<file path="src/common/fetch_pkg.sv">
`default_nettype none

package fetch_pkg;

  // ============================================================
  // Core and memory map
  // ============================================================
  localparam int unsigned XLEN = 32;
  localparam logic [XLEN-1:0] RESET_VECTOR = 32'h0000_0100;
  // Executable region, anything outside is an access fault
  localparam logic [XLEN-1:0] EXEC_BASE = 32'h0000_0000;
  localparam logic [XLEN-1:0] EXEC_SIZE = 32'h0000_4000;

  // ============================================================
  // Instruction cache geometry
  // ============================================================
  localparam int unsigned IC_WAYS = 2;
  localparam int unsigned IC_SETS = 8;
  localparam int unsigned LINE_WORDS = 2;
  localparam int unsigned LINE_W = LINE_WORDS * XLEN;
  localparam int unsigned IDX_W = $clog2(IC_SETS);
  // Byte offset inside a line
  localparam int unsigned OFS_W = $clog2(LINE_WORDS * 4);
  localparam int unsigned TAG_W = XLEN - IDX_W - OFS_W;
  localparam int unsigned WORD_W = $clog2(LINE_WORDS);
  localparam int unsigned WAY_W = $clog2(IC_WAYS);

  // Fixed SYSTEM encodings
  localparam logic [XLEN-1:0] ECALL_INSN = 32'h0000_0073;
  localparam logic [XLEN-1:0] EBREAK_INSN = 32'h0010_0073;
  localparam logic [XLEN-1:0] MRET_INSN = 32'h3020_0073;
  localparam logic [XLEN-1:0] WFI_INSN = 32'h1050_0073;

  typedef enum logic [2:0] {
    NO_EXC,
    INSTR_MISALIGNED,
    INSTR_ACCESS_FAULT,
    ILLEGAL_INSTR,
    EBREAK,
    ECALL
  } exc_type_e;

  typedef enum logic [1:0] {
    KIND_NORMAL,
    KIND_ILLEGAL,
    KIND_EBREAK,
    KIND_ECALL
  } instr_kind_e;

  // ============================================================
  // Bundles between blocks
  // ============================================================
  typedef struct packed {
    logic            valid;
    logic [XLEN-1:0] addr;
  } cache_req_t;

  typedef struct packed {
    logic            valid;
    logic [XLEN-1:0] instr;
    logic            bus_err;
  } cache_rsp_t;

  typedef struct packed {
    logic              we;
    logic [IDX_W-1:0]  idx;
    logic [TAG_W-1:0]  tag;
    logic [LINE_W-1:0] line;
  } way_fill_t;

  typedef struct packed {
    logic              hit;
    logic [LINE_W-1:0] line;
  } way_rd_t;

  // Read-only manager, pwrite is tied low at the bus
  typedef struct packed {
    logic            psel;
    logic            penable;
    logic [XLEN-1:0] paddr;
  } apb_req_t;

  typedef struct packed {
    logic [XLEN-1:0] prdata;
    logic            pready;
    logic            pslverr;
  } apb_rsp_t;

  typedef struct packed {
    logic            valid;
    logic [XLEN-1:0] pc;
    logic [XLEN-1:0] instr;
    exc_type_e       exc;
  } fetch_out_t;

endpackage

`default_nettype wire

</file>
<file path="src/design/fetch_pc.sv">
`timescale 1ns/1ps
`default_nettype none

module fetch_pc (
  input  logic                            clk_i,
  input  logic                            rst_ni,
  input  logic                            stall_i,
  input  logic                            flush_i,
  input  logic [fetch_pkg::XLEN-1:0]      flush_pc_i,
  input  logic                            trap_i,
  input  logic [fetch_pkg::XLEN-1:0]      mtvec_i,
  input  logic                            redirect_i,
  input  logic [fetch_pkg::XLEN-1:0]      redirect_pc_i,
  output fetch_pkg::cache_req_t           cache_req_o,
  input  fetch_pkg::cache_rsp_t           cache_rsp_i,
  output fetch_pkg::fetch_out_t           out_o
);

  logic [fetch_pkg::XLEN-1:0] pc_q;
  logic [fetch_pkg::XLEN-1:0] pc_next;
  logic                       pc_en;
  logic                       misaligned;
  logic                       out_of_region;
  logic                       early_fault;
  fetch_pkg::instr_kind_e     kind;

  // ============================================================
  // Address checks on the current PC
  // ============================================================
  assign misaligned = pc_q[1:0] != 2'b00;
  // Unsigned distance from the base also catches addresses below it
  assign out_of_region = (pc_q - fetch_pkg::EXEC_BASE) >= fetch_pkg::EXEC_SIZE;
  assign early_fault = misaligned || out_of_region;

  // Faulting PCs never reach the cache
  assign cache_req_o.valid = !early_fault;
  assign cache_req_o.addr  = pc_q;

  // ============================================================
  // Output word and predecode
  // ============================================================
  assign out_o.valid = early_fault || cache_rsp_i.valid;
  assign out_o.pc    = pc_q;
  assign out_o.instr = early_fault ? '0 : cache_rsp_i.instr;

  inst_predecode u_predecode (
    .instr_i (out_o.instr),
    .kind_o  (kind)
  );

  // Highest priority first, fetch faults mask any decode result
  always_comb begin
    if (misaligned) begin
      out_o.exc = fetch_pkg::INSTR_MISALIGNED;
    end else if (out_of_region) begin
      out_o.exc = fetch_pkg::INSTR_ACCESS_FAULT;
    end else if (!cache_rsp_i.valid) begin
      out_o.exc = fetch_pkg::NO_EXC;
    end else if (cache_rsp_i.bus_err) begin
      out_o.exc = fetch_pkg::INSTR_ACCESS_FAULT;
    end else begin
      case (kind)
        fetch_pkg::KIND_ILLEGAL: out_o.exc = fetch_pkg::ILLEGAL_INSTR;
        fetch_pkg::KIND_EBREAK:  out_o.exc = fetch_pkg::EBREAK;
        fetch_pkg::KIND_ECALL:   out_o.exc = fetch_pkg::ECALL;
        default:                 out_o.exc = fetch_pkg::NO_EXC;
      endcase
    end
  end

  // ============================================================
  // Next PC selection
  // ============================================================
  // Control transfers load at once, even under stall or a miss
  assign pc_en = flush_i || trap_i || redirect_i || (out_o.valid && !stall_i);

  always_comb begin
    if (flush_i) begin
      pc_next = flush_pc_i;
    end else if (trap_i) begin
      pc_next = mtvec_i;
    end else if (redirect_i) begin
      pc_next = redirect_pc_i;
    end else begin
      // Sequential fetch, no compressed support
      pc_next = pc_q + 32'd4;
    end
  end

  always_ff @(posedge clk_i) begin
    if (!rst_ni) begin
      pc_q <= fetch_pkg::RESET_VECTOR;
    end else if (pc_en) begin
      pc_q <= pc_next;
    end
  end

endmodule

`default_nettype wire

</file>
<file path="src/design/fetch_top.sv">
`timescale 1ns/1ps
`default_nettype none

module fetch_top (
  input  logic                       clk_i,
  input  logic                       rst_ni,
  input  logic                       stall_i,
  input  logic                       flush_i,
  input  logic [fetch_pkg::XLEN-1:0] flush_pc_i,
  input  logic                       trap_i,
  input  logic [fetch_pkg::XLEN-1:0] mtvec_i,
  input  logic                       redirect_i,
  input  logic [fetch_pkg::XLEN-1:0] redirect_pc_i,
  output fetch_pkg::fetch_out_t      out_o,
  output fetch_pkg::apb_req_t        apb_req_o,
  input  fetch_pkg::apb_rsp_t        apb_rsp_i
);

  fetch_pkg::cache_req_t cache_req;
  fetch_pkg::cache_rsp_t cache_rsp;

  // PC unit with predecode and exception merge
  fetch_pc u_pc (
    .clk_i         (clk_i),
    .rst_ni        (rst_ni),
    .stall_i       (stall_i),
    .flush_i       (flush_i),
    .flush_pc_i    (flush_pc_i),
    .trap_i        (trap_i),
    .mtvec_i       (mtvec_i),
    .redirect_i    (redirect_i),
    .redirect_pc_i (redirect_pc_i),
    .cache_req_o   (cache_req),
    .cache_rsp_i   (cache_rsp),
    .out_o         (out_o)
  );

  // Two-way cache, fills over APB
  icache u_icache (
    .clk_i     (clk_i),
    .rst_ni    (rst_ni),
    .req_i     (cache_req),
    .rsp_o     (cache_rsp),
    .apb_req_o (apb_req_o),
    .apb_rsp_i (apb_rsp_i)
  );

endmodule

`default_nettype wire

</file>
<file path="src/design/inst_predecode.sv">
`timescale 1ns/1ps
`default_nettype none

module inst_predecode (
  input  logic [fetch_pkg::XLEN-1:0] instr_i,
  output fetch_pkg::instr_kind_e     kind_o
);

  logic [6:0] opcode;
  logic [2:0] funct3;
  logic [6:0] funct7;
  logic       legal;

  assign opcode = instr_i[6:0];
  assign funct3 = instr_i[14:12];
  assign funct7 = instr_i[31:25];

  // RV32I opcode map with the fixed fields that matter
  always_comb begin
    case (opcode)
      // LUI, AUIPC, JAL and FENCE
      7'b0110111, 7'b0010111, 7'b1101111, 7'b0001111: legal = 1'b1;
      7'b1100111: legal = funct3 == 3'b000;
      // Branches, funct3 2 and 3 are reserved
      7'b1100011: legal = (funct3 != 3'b010) && (funct3 != 3'b011);
      7'b0000011: legal = (funct3 != 3'b011) && (funct3 < 3'b110);
      7'b0100011: legal = funct3 <= 3'b010;
      7'b0010011: begin
        // Immediate shifts carry a funct7 field
        if (funct3 == 3'b001) begin
          legal = funct7 == 7'b0000000;
        end else if (funct3 == 3'b101) begin
          legal = (funct7 == 7'b0000000) || (funct7 == 7'b0100000);
        end else begin
          legal = 1'b1;
        end
      end
      7'b0110011: begin
        // Only ADD/SUB and SRL/SRA have the alternate funct7
        legal = (funct7 == 7'b0000000) ||
                ((funct7 == 7'b0100000) && ((funct3 == 3'b000) || (funct3 == 3'b101)));
      end
      7'b1110011: begin
        // funct3 0 holds the privileged words, 4 is reserved, the rest are CSRs
        if (funct3 == 3'b000) begin
          legal = (instr_i == fetch_pkg::MRET_INSN) || (instr_i == fetch_pkg::WFI_INSN);
        end else begin
          legal = funct3 != 3'b100;
        end
      end
      default: legal = 1'b0;
    endcase
  end

  always_comb begin
    if (instr_i == fetch_pkg::ECALL_INSN) begin
      kind_o = fetch_pkg::KIND_ECALL;
    end else if (instr_i == fetch_pkg::EBREAK_INSN) begin
      kind_o = fetch_pkg::KIND_EBREAK;
    end else if ((instr_i[1:0] != 2'b11) || (instr_i == '0) || (instr_i == '1) || !legal) begin
      // 16-bit encodings land here as well
      kind_o = fetch_pkg::KIND_ILLEGAL;
    end else begin
      kind_o = fetch_pkg::KIND_NORMAL;
    end
  end

endmodule

`default_nettype wire

</file>
<file path="src/icache/icache.sv">
`timescale 1ns/1ps
`default_nettype none

module icache (
  input  logic                  clk_i,
  input  logic                  rst_ni,
  input  fetch_pkg::cache_req_t req_i,
  output fetch_pkg::cache_rsp_t rsp_o,
  output fetch_pkg::apb_req_t   apb_req_o,
  input  fetch_pkg::apb_rsp_t   apb_rsp_i
);

  fetch_pkg::way_fill_t            fill;
  fetch_pkg::way_rd_t              rd [fetch_pkg::IC_WAYS];
  logic                            fill_done;
  logic                            hit;
  logic [fetch_pkg::XLEN-1:0]      word;
  logic [fetch_pkg::XLEN-1:0]      look_addr;
  logic [fetch_pkg::WAY_W-1:0]     victim;

  // While a line is written the ways and selector index the fill set,
  // so the victim read and its advance refer to the same set
  assign look_addr = fill.we ? {fill.tag, fill.idx, {fetch_pkg::OFS_W{1'b0}}} : req_i.addr;

  icache_ctrl u_ctrl (
    .clk_i       (clk_i),
    .rst_ni      (rst_ni),
    .req_i       (req_i),
    .hit_i       (hit),
    .word_i      (word),
    .fill_o      (fill),
    .fill_done_o (fill_done),
    .rsp_o       (rsp_o),
    .apb_req_o   (apb_req_o),
    .apb_rsp_i   (apb_rsp_i)
  );

  for (genvar gv = 0; gv < fetch_pkg::IC_WAYS; gv++) begin : g_way
    icache_way u_way (
      .clk_i      (clk_i),
      .rst_ni     (rst_ni),
      .addr_i     (look_addr),
      .fill_i     (fill),
      .fill_sel_i (victim == fetch_pkg::WAY_W'(gv)),
      .rd_o       (rd[gv])
    );
  end

  icache_way_select u_select (
    .clk_i       (clk_i),
    .rst_ni      (rst_ni),
    .addr_i      (look_addr),
    .rd_i        (rd),
    .fill_done_i (fill_done),
    .hit_o       (hit),
    .word_o      (word),
    .victim_o    (victim)
  );

endmodule

`default_nettype wire

</file>
<file path="src/icache/icache_ctrl.sv">
`timescale 1ns/1ps
`default_nettype none

module icache_ctrl (
  input  logic                       clk_i,
  input  logic                       rst_ni,
  input  fetch_pkg::cache_req_t      req_i,
  input  logic                       hit_i,
  input  logic [fetch_pkg::XLEN-1:0] word_i,
  output fetch_pkg::way_fill_t       fill_o,
  output logic                       fill_done_o,
  output fetch_pkg::cache_rsp_t      rsp_o,
  output fetch_pkg::apb_req_t        apb_req_o,
  input  fetch_pkg::apb_rsp_t        apb_rsp_i
);

  typedef enum logic [1:0] {
    IDLE,
    SETUP,
    ACCESS,
    WRITE
  } state_e;

  state_e                                              state_q;
  logic [fetch_pkg::XLEN-fetch_pkg::OFS_W-1:0]         line_q;
  logic [fetch_pkg::WORD_W-1:0]                        cnt_q;
  logic [fetch_pkg::LINE_W-1:0]                        buf_q;
  logic                                                err_q;
  logic                                                miss;
  logic                                                same_line;
  logic                                                last_word;

  assign miss      = req_i.valid && !hit_i;
  assign same_line = req_i.addr[fetch_pkg::XLEN-1:fetch_pkg::OFS_W] == line_q;
  assign last_word = cnt_q == fetch_pkg::WORD_W'(fetch_pkg::LINE_WORDS - 1);

  // ============================================================
  // Line fill FSM
  // ============================================================
  always_ff @(posedge clk_i) begin
    if (!rst_ni) begin
      state_q <= IDLE;
      cnt_q   <= '0;
      err_q   <= 1'b0;
    end else begin
      case (state_q)
        IDLE: begin
          if (miss) begin
            cnt_q   <= '0;
            err_q   <= 1'b0;
            state_q <= SETUP;
          end
        end
        // One setup cycle per word
        SETUP: state_q <= ACCESS;
        ACCESS: begin
          if (apb_rsp_i.pready) begin
            if (apb_rsp_i.pslverr) begin
              // Abort the line, nothing gets written
              err_q   <= 1'b1;
              state_q <= WRITE;
            end else if (last_word) begin
              state_q <= WRITE;
            end else begin
              cnt_q   <= cnt_q + 1'b1;
              state_q <= SETUP;
            end
          end
        end
        WRITE:   state_q <= IDLE;
        default: state_q <= IDLE;
      endcase
    end
  end

  // Line address and collected words
  always_ff @(posedge clk_i) begin
    if ((state_q == IDLE) && miss) begin
      line_q <= req_i.addr[fetch_pkg::XLEN-1:fetch_pkg::OFS_W];
    end
    if ((state_q == ACCESS) && apb_rsp_i.pready) begin
      buf_q[fetch_pkg::XLEN*cnt_q +: fetch_pkg::XLEN] <= apb_rsp_i.prdata;
    end
  end

  // ============================================================
  // APB manager, words in ascending order from the line base
  // ============================================================
  assign apb_req_o.psel    = (state_q == SETUP) || (state_q == ACCESS);
  assign apb_req_o.penable = state_q == ACCESS;
  assign apb_req_o.paddr   = {line_q, cnt_q, 2'b00};

  // Line write one cycle after the last pready
  assign fill_o.we    = (state_q == WRITE) && !err_q;
  assign fill_o.idx   = line_q[fetch_pkg::IDX_W-1:0];
  assign fill_o.tag   = line_q[fetch_pkg::XLEN-fetch_pkg::OFS_W-1:fetch_pkg::IDX_W];
  assign fill_o.line  = buf_q;
  assign fill_done_o  = fill_o.we;

  always_comb begin
    rsp_o = '0;
    if (state_q == WRITE) begin
      // Lookup points at the fill line here, so only a bus error answers,
      // and only while the faulting line is still requested
      rsp_o.valid   = err_q && req_i.valid && same_line;
      rsp_o.bus_err = err_q && req_i.valid && same_line;
    end else begin
      rsp_o.valid = req_i.valid && hit_i;
      rsp_o.instr = word_i;
    end
  end

endmodule

`default_nettype wire

</file>
<file path="src/icache/icache_way.sv">
`timescale 1ns/1ps
`default_nettype none

module icache_way (
  input  logic                       clk_i,
  input  logic                       rst_ni,
  input  logic [fetch_pkg::XLEN-1:0] addr_i,
  input  fetch_pkg::way_fill_t       fill_i,
  input  logic                       fill_sel_i,
  output fetch_pkg::way_rd_t         rd_o
);

  logic [fetch_pkg::IC_SETS-1:0] valid_q;
  logic [fetch_pkg::TAG_W-1:0]   tag_q  [fetch_pkg::IC_SETS];
  logic [fetch_pkg::LINE_W-1:0]  line_q [fetch_pkg::IC_SETS];
  logic [fetch_pkg::IDX_W-1:0]   idx;
  logic                          wr;

  assign idx = addr_i[fetch_pkg::OFS_W +: fetch_pkg::IDX_W];
  // Written only when this way is the victim
  assign wr  = fill_i.we && fill_sel_i;

  always_ff @(posedge clk_i) begin
    if (!rst_ni) begin
      valid_q <= '0;
    end else if (wr) begin
      valid_q[fill_i.idx] <= 1'b1;
    end
  end

  always_ff @(posedge clk_i) begin
    if (wr) begin
      tag_q[fill_i.idx]  <= fill_i.tag;
      line_q[fill_i.idx] <= fill_i.line;
    end
  end

  // Combinational lookup
  assign rd_o.hit  = valid_q[idx] && (tag_q[idx] == addr_i[fetch_pkg::XLEN-1 -: fetch_pkg::TAG_W]);
  assign rd_o.line = line_q[idx];

endmodule

`default_nettype wire

</file>
<file path="src/icache/icache_way_select.sv">
`timescale 1ns/1ps
`default_nettype none

module icache_way_select (
  input  logic                        clk_i,
  input  logic                        rst_ni,
  input  logic [fetch_pkg::XLEN-1:0]  addr_i,
  input  fetch_pkg::way_rd_t          rd_i [fetch_pkg::IC_WAYS],
  input  logic                        fill_done_i,
  output logic                        hit_o,
  output logic [fetch_pkg::XLEN-1:0]  word_o,
  output logic [fetch_pkg::WAY_W-1:0] victim_o
);

  logic [fetch_pkg::WAY_W-1:0]  victim_q [fetch_pkg::IC_SETS];
  logic [fetch_pkg::LINE_W-1:0] line;
  logic [fetch_pkg::IDX_W-1:0]  idx;
  logic [fetch_pkg::WORD_W-1:0] word_idx;

  assign idx      = addr_i[fetch_pkg::OFS_W +: fetch_pkg::IDX_W];
  assign word_idx = addr_i[2 +: fetch_pkg::WORD_W];

  // At most one way hits, so an OR merge is enough
  always_comb begin
    hit_o = 1'b0;
    line  = '0;
    for (int w = 0; w < fetch_pkg::IC_WAYS; w++) begin
      hit_o = hit_o | rd_i[w].hit;
      if (rd_i[w].hit) begin
        line = line | rd_i[w].line;
      end
    end
  end

  assign word_o   = line[fetch_pkg::XLEN*word_idx +: fetch_pkg::XLEN];
  assign victim_o = victim_q[idx];

  // Round-robin pointer per set, steps on each completed fill
  always_ff @(posedge clk_i) begin
    if (!rst_ni) begin
      for (int s = 0; s < fetch_pkg::IC_SETS; s++) begin
        victim_q[s] <= '0;
      end
    end else if (fill_done_i) begin
      if (victim_q[idx] == fetch_pkg::WAY_W'(fetch_pkg::IC_WAYS - 1)) begin
        victim_q[idx] <= '0;
      end else begin
        victim_q[idx] <= victim_q[idx] + 1'b1;
      end
    end
  end

endmodule

`default_nettype wire

</file>
<file path="config.mk">
export PLATFORM = sky130hd
export DESIGN_NAME = fetch_top
export DESIGN_NICKNAME = d
export VERILOG_FILES = /design/src/common/fetch_pkg.sv /design/src/design/fetch_pc.sv /design/src/design/fetch_top.sv /design/src/design/inst_predecode.sv /design/src/icache/icache.sv /design/src/icache/icache_ctrl.sv /design/src/icache/icache_way.sv /design/src/icache/icache_way_select.sv
export SDC_FILE = /design/constraint.sdc
export NUM_CORES = 2
export LEC_CHECK = 0
export BUFFER_PORTS_ARGS = -buffer_cell sky130_fd_sc_hd__clkbuf_2
export CAP_MARGIN = 20
export CORE_MARGIN = 4
export CORE_UTILIZATION = 30
export DETAILED_ROUTE_END_ITERATION = 16
export PLACE_DENSITY = 0.56
export SLEW_MARGIN = 20
export SYNTH_ARGS = -nofsm -noshare
export SYNTH_HDL_FRONTEND = slang
export SYNTH_SLANG_ARGS = --single-unit
</file>
<file path="constraint.sdc">
create_clock -name clk_i -period 11.5 [get_ports clk_i]
set_input_delay 1.15 -clock clk_i [delete_from_list [all_inputs] [get_ports clk_i]]
set_output_delay 1.15 -clock clk_i [all_outputs]
set_load 0.05 [all_outputs]
</file>
==> reports/metrics.csv <==
stage;metric;value;unit
sta;Slew headroom;0.237;
global_routing;number of global-route vias before repair;41200;
power;VDD IR-drop max;0.161;mV
clock_tree;Post-CTS Setup Bufs;0;
route;post-route ant nets;0;
clock_tree;worst-skew pair later-pin latency;830;ps
yosys;Post-Synth Adder-Cell Area;0.00114;
setup_path;slowest stage delay, CP;840;ps
clock_tree;clk slew on worst S/H paths;60;ps
route;Starting DRT DRC Count;5589;
sta;number of setup violations in the final report;0;
clock_tree;Max Buffers Root-to-Sink;3;
sta;part of the cycle the worst path needs;0.890;
place;HPWL after detailed placement;125000;um
yosys;Seq/Total Area, Yosys;0.718;
final_layout;Final Instance Count excl. Fillers;7598;
final_layout;most frequent cells in the layout;edfxtp_1, nand2_1, mux2i_1, clkbuf_2, nor2_1;
clock_tree;Clock Sinks;1593;
power;Leak;0.0231;uW
clock_tree;CTS root buf;clkbuf_16;
sta;Final Hold Vio Count;0;
sta;post-layout min period;10240;ps
setup_path;worst reg2reg path startpoint;u_icache.u_ctrl.state_q[1];
global_routing;grt ovf;0;
setup_path;Crit path max-delay family;simple AND/OR/NAND/NOR gates;
setup_path;Worst Setup End Kind;primary output;
global_routing;initial antenna violation count;13;
yosys;Synth async-reset ratio;0;
route;Via Count;42400;
die;chip width;476;um
global_routing;largest net degree at the start of global routing;134;
setup_path;CP Cell Sequence;ha_1, nand3b_1, buf_4, o211a_1, a211oi_1, nor4_1, xor2_1, nand4_1, nor4_4, nand3_2, a21oi_1, o21ai_0, o21ai_0, a31oi_1, a2111oi_4, o2111ai_1, a311oi_2, buf_12;
job;max-cap violation count;0;
sta;fmax;97.7;MHz
yosys;flops & latches, synth;1593;
global_routing;met1 Use GR;0.250;
min_path;Hold Crit Endpoint;u_icache.g_way[1].u_way.valid_q[1];
global_routing;busiest grt layer;met2;
yosys;mux cell area share after synthesis;0.0410;
die;core area;218000;um^2
global_routing;met2 Track Usage GR;0.304;
route;Post-route DRC;0;
yosys;Top FF cell, synth;edfxtp_1;
setup_path;worst path bufs/invs;2;
final_layout;nets;4756;
yosys;Post-Syn Area;65800;um^2
yosys;Synth Area in Simple Gates;0.0682;
final_layout;area grow syn2layout;14.4;%
die;IO Pins;238;
yosys;Compound-Gate Fraction of Synth Area;0.129;
yosys;combinational family with the most area after synthesis;compound AO/OA/AOI/OAI gates;
setup_path;reg-to-reg slack, setup;2930;ps
yosys;Synth Warn #;0;
setup_path;Crit path arrival time;9090;ps
global_routing;total track usage;0.188;
global_routing;first-pass GRT wire length;313000;um
global_routing;M3 GR Usage;0.0358;
setup_path;crit path max fanout;69;
min_path;Hold Path Class;register to register;
yosys;XOR/XNOR Fraction of Synth Area;0.0115;
yosys;Synth area leader;edfxtp_1;
route;drt wl/cell;29.2;um
place;port bufs;235;
final_layout;share of cells above drive strength 1;0.140;
route;final wirelength;222000;um
min_path;WHS Path Cells;1;
min_path;HP Start;u_icache.g_way[1].u_way.valid_q[1];
yosys;EDFF count, synth;1533;
power;Pwr Total;12600;uW
clock_tree;post-CTS sizing;0;
setup_path;r2r worst-path depth;17;
sta;max-slew violation count;0;
route;Vias per Instance;5.58;
setup_path;startpoint class of the critical path;register;
route;drt pass-1 iters;7;
place;GPL Wtd Cong;0.853;
final_layout;commonest non-fill, non-tap cell in the layout;edfxtp_1;
setup_path;WS Path Type;register to primary output;
setup_path;CP Data Required Time;10350;ps
setup_path;CP max stage cell;nand3_2;
die;Initial Utilization;0.302;
place;dpl cells;7300;
clock_tree;total CTS buffers;165;
sta;setup TNS;0;ps
clock_tree;Hold-fix buffers, CTS;0;
final_layout;multi-input logic area;16700;um^2
yosys;Mapped Avg Cell Area;14.8;um^2
yosys;synth top area cells;edfxtp_1, mux2i_1, a221oi_1;
power;P per Cell Area;167;nW/um^2
setup_path;cell repeated most along the worst path;o21ai_0;
yosys;Mapped Cells;4445;
sta;RSZ-0062 raised after global routing;no;
die;die area;227000;um^2
final_layout;Reg area;47200;um^2
clock_tree;TritonCTS clock tree;built;
sta;worst slew pin tran;1140;ps
die;# rows;171;
setup_path;Reg-to-Reg End;u_pc.pc_q[26];
yosys;Distinct cells, synth;93;
final_layout;fillers;20800;
die;Die H;476;um
yosys;area share of the largest cell type after synthesis;0.700;
clock_tree;H-tree depth;4;
sta;Clock Skew;78.1;ps
status;status;finished clean;
stage by stage:
| step | setup slack [ps] | hold WS (ps) | instance area (um^2) | util |
|---|---|---|---|---|
| 6_report | 1260 | 466 | 75200 | 0.346 |
| 5_1_grt | 941 | 483 | 75200 | 0.346 |
| 4_1_cts | 1400 | 466 | 75200 | 0.345 |
| 3_5_place_dp | 2320 | 454 | 70000 | 0.322 |
| 3_3_place_gp | 2500 | 446 | 70000 | 0.322 |
| 2_1_floorplan | 1170 | 440 | 65800 | - |
cells in the mapped netlist (43+ instances only):
master / instances
edfxtp_1: 1533
nor3_1: 50
and2_1: 48
o22ai_1: 120
a21oi_1: 176
clkbuf_1: 123
buf_4: 60
nand2_1: 338
o221ai_1: 96
nor2_1: 237
o21ai_0: 161
buf_1: 43
dfxtp_1: 60
buf_2: 110
a221oi_1: 151
nand3_1: 57
mux2i_1: 246
nor2b_1: 66
o211a_1: 89
xor2_1: 52
a211oi_1: 126
area by class of cell:
| cell class | instances | area share |
|---|---|---|
| Tap cell | 2854 | 0.0475 |
| Sequential cell | 1593 | 0.628 |
| Clock inverter | 82 | 0.0116 |
| Clock buffer | 213 | 0.0574 |
| Antenna cell | 2 | 0.0000666 |
| Inverter | 34 | 0.00171 |
| Multi-Input combinational cell | 2457 | 0.223 |
| Timing Repair Buffer | 363 | 0.0308 |
cell families (layout without fill, tap and decap cells):
group	count (synthesis)	after routing
AOI/OAI and AO/OA	1153	1153
xor gates and xnor gates	86	86
adders and majority gates	6	6
buffers and inverters	396	692
DFF	1593	1593
muxes	266	266
other	1	4
and+or+nand+nor	944	944
flip-flops by register name, indices dropped and copies added (netlist names):
name                          flops
u_icache.g_way.u_way.valid_q     16
u_icache.u_ctrl.state_q           2
u_icache.u_ctrl.cnt_q             1
u_icache.u_ctrl.buf_q            64
u_icache.g_way.u_way.tag_q      416
u_icache.u_ctrl.err_q             1
u_pc.pc_q                        32
u_icache.g_way.u_way.line_q    1024
u_icache.u_select.victim_q        8
u_icache.u_ctrl.line_q           29
routing by layer:
metal / part of all wire / routed length [um] / vias up
li1: - / - / 18000
met1: 0.41 / 90700 / 21900
met2: 0.47 / 104000 / 2115
met3: 0.082 / 18300 / 428
met4: 0.041 / 9050 / 2
met5: 0.000059 / 13 / -
power by group:
group          internal [uW]  switching, uW  leakage [uW]
Clock                   2860           2320       0.00250
Sequential              6310           51.7        0.0126
Combinational            310            729       0.00806
how the worst max path moves through the flow:
| stage | startpoint | endpoint | slack (ps) | cells after the start |
|---|---|---|---|---|
| after detailed placement | u_icache.u_ctrl.state_q[1] | out_o[1] | 2320 | 18 |
| final | u_icache.u_ctrl.state_q[1] | out_o[1] | 1260 | 18 |
| after CTS | u_icache.u_ctrl.state_q[1] | out_o[1] | 1400 | 18 |
| after global placement | u_icache.u_ctrl.state_q[0] | out_o[1] | 2500 | 18 |
| after floorplan | u_icache.u_ctrl.state_q[1] | u_icache.g_way[1].u_way.line_q[1][0] | 1170 | 19 |
| after global routing | u_icache.u_ctrl.state_q[1] | out_o[1] | 940 | 20 |
(Power assumes the default switching activity.)
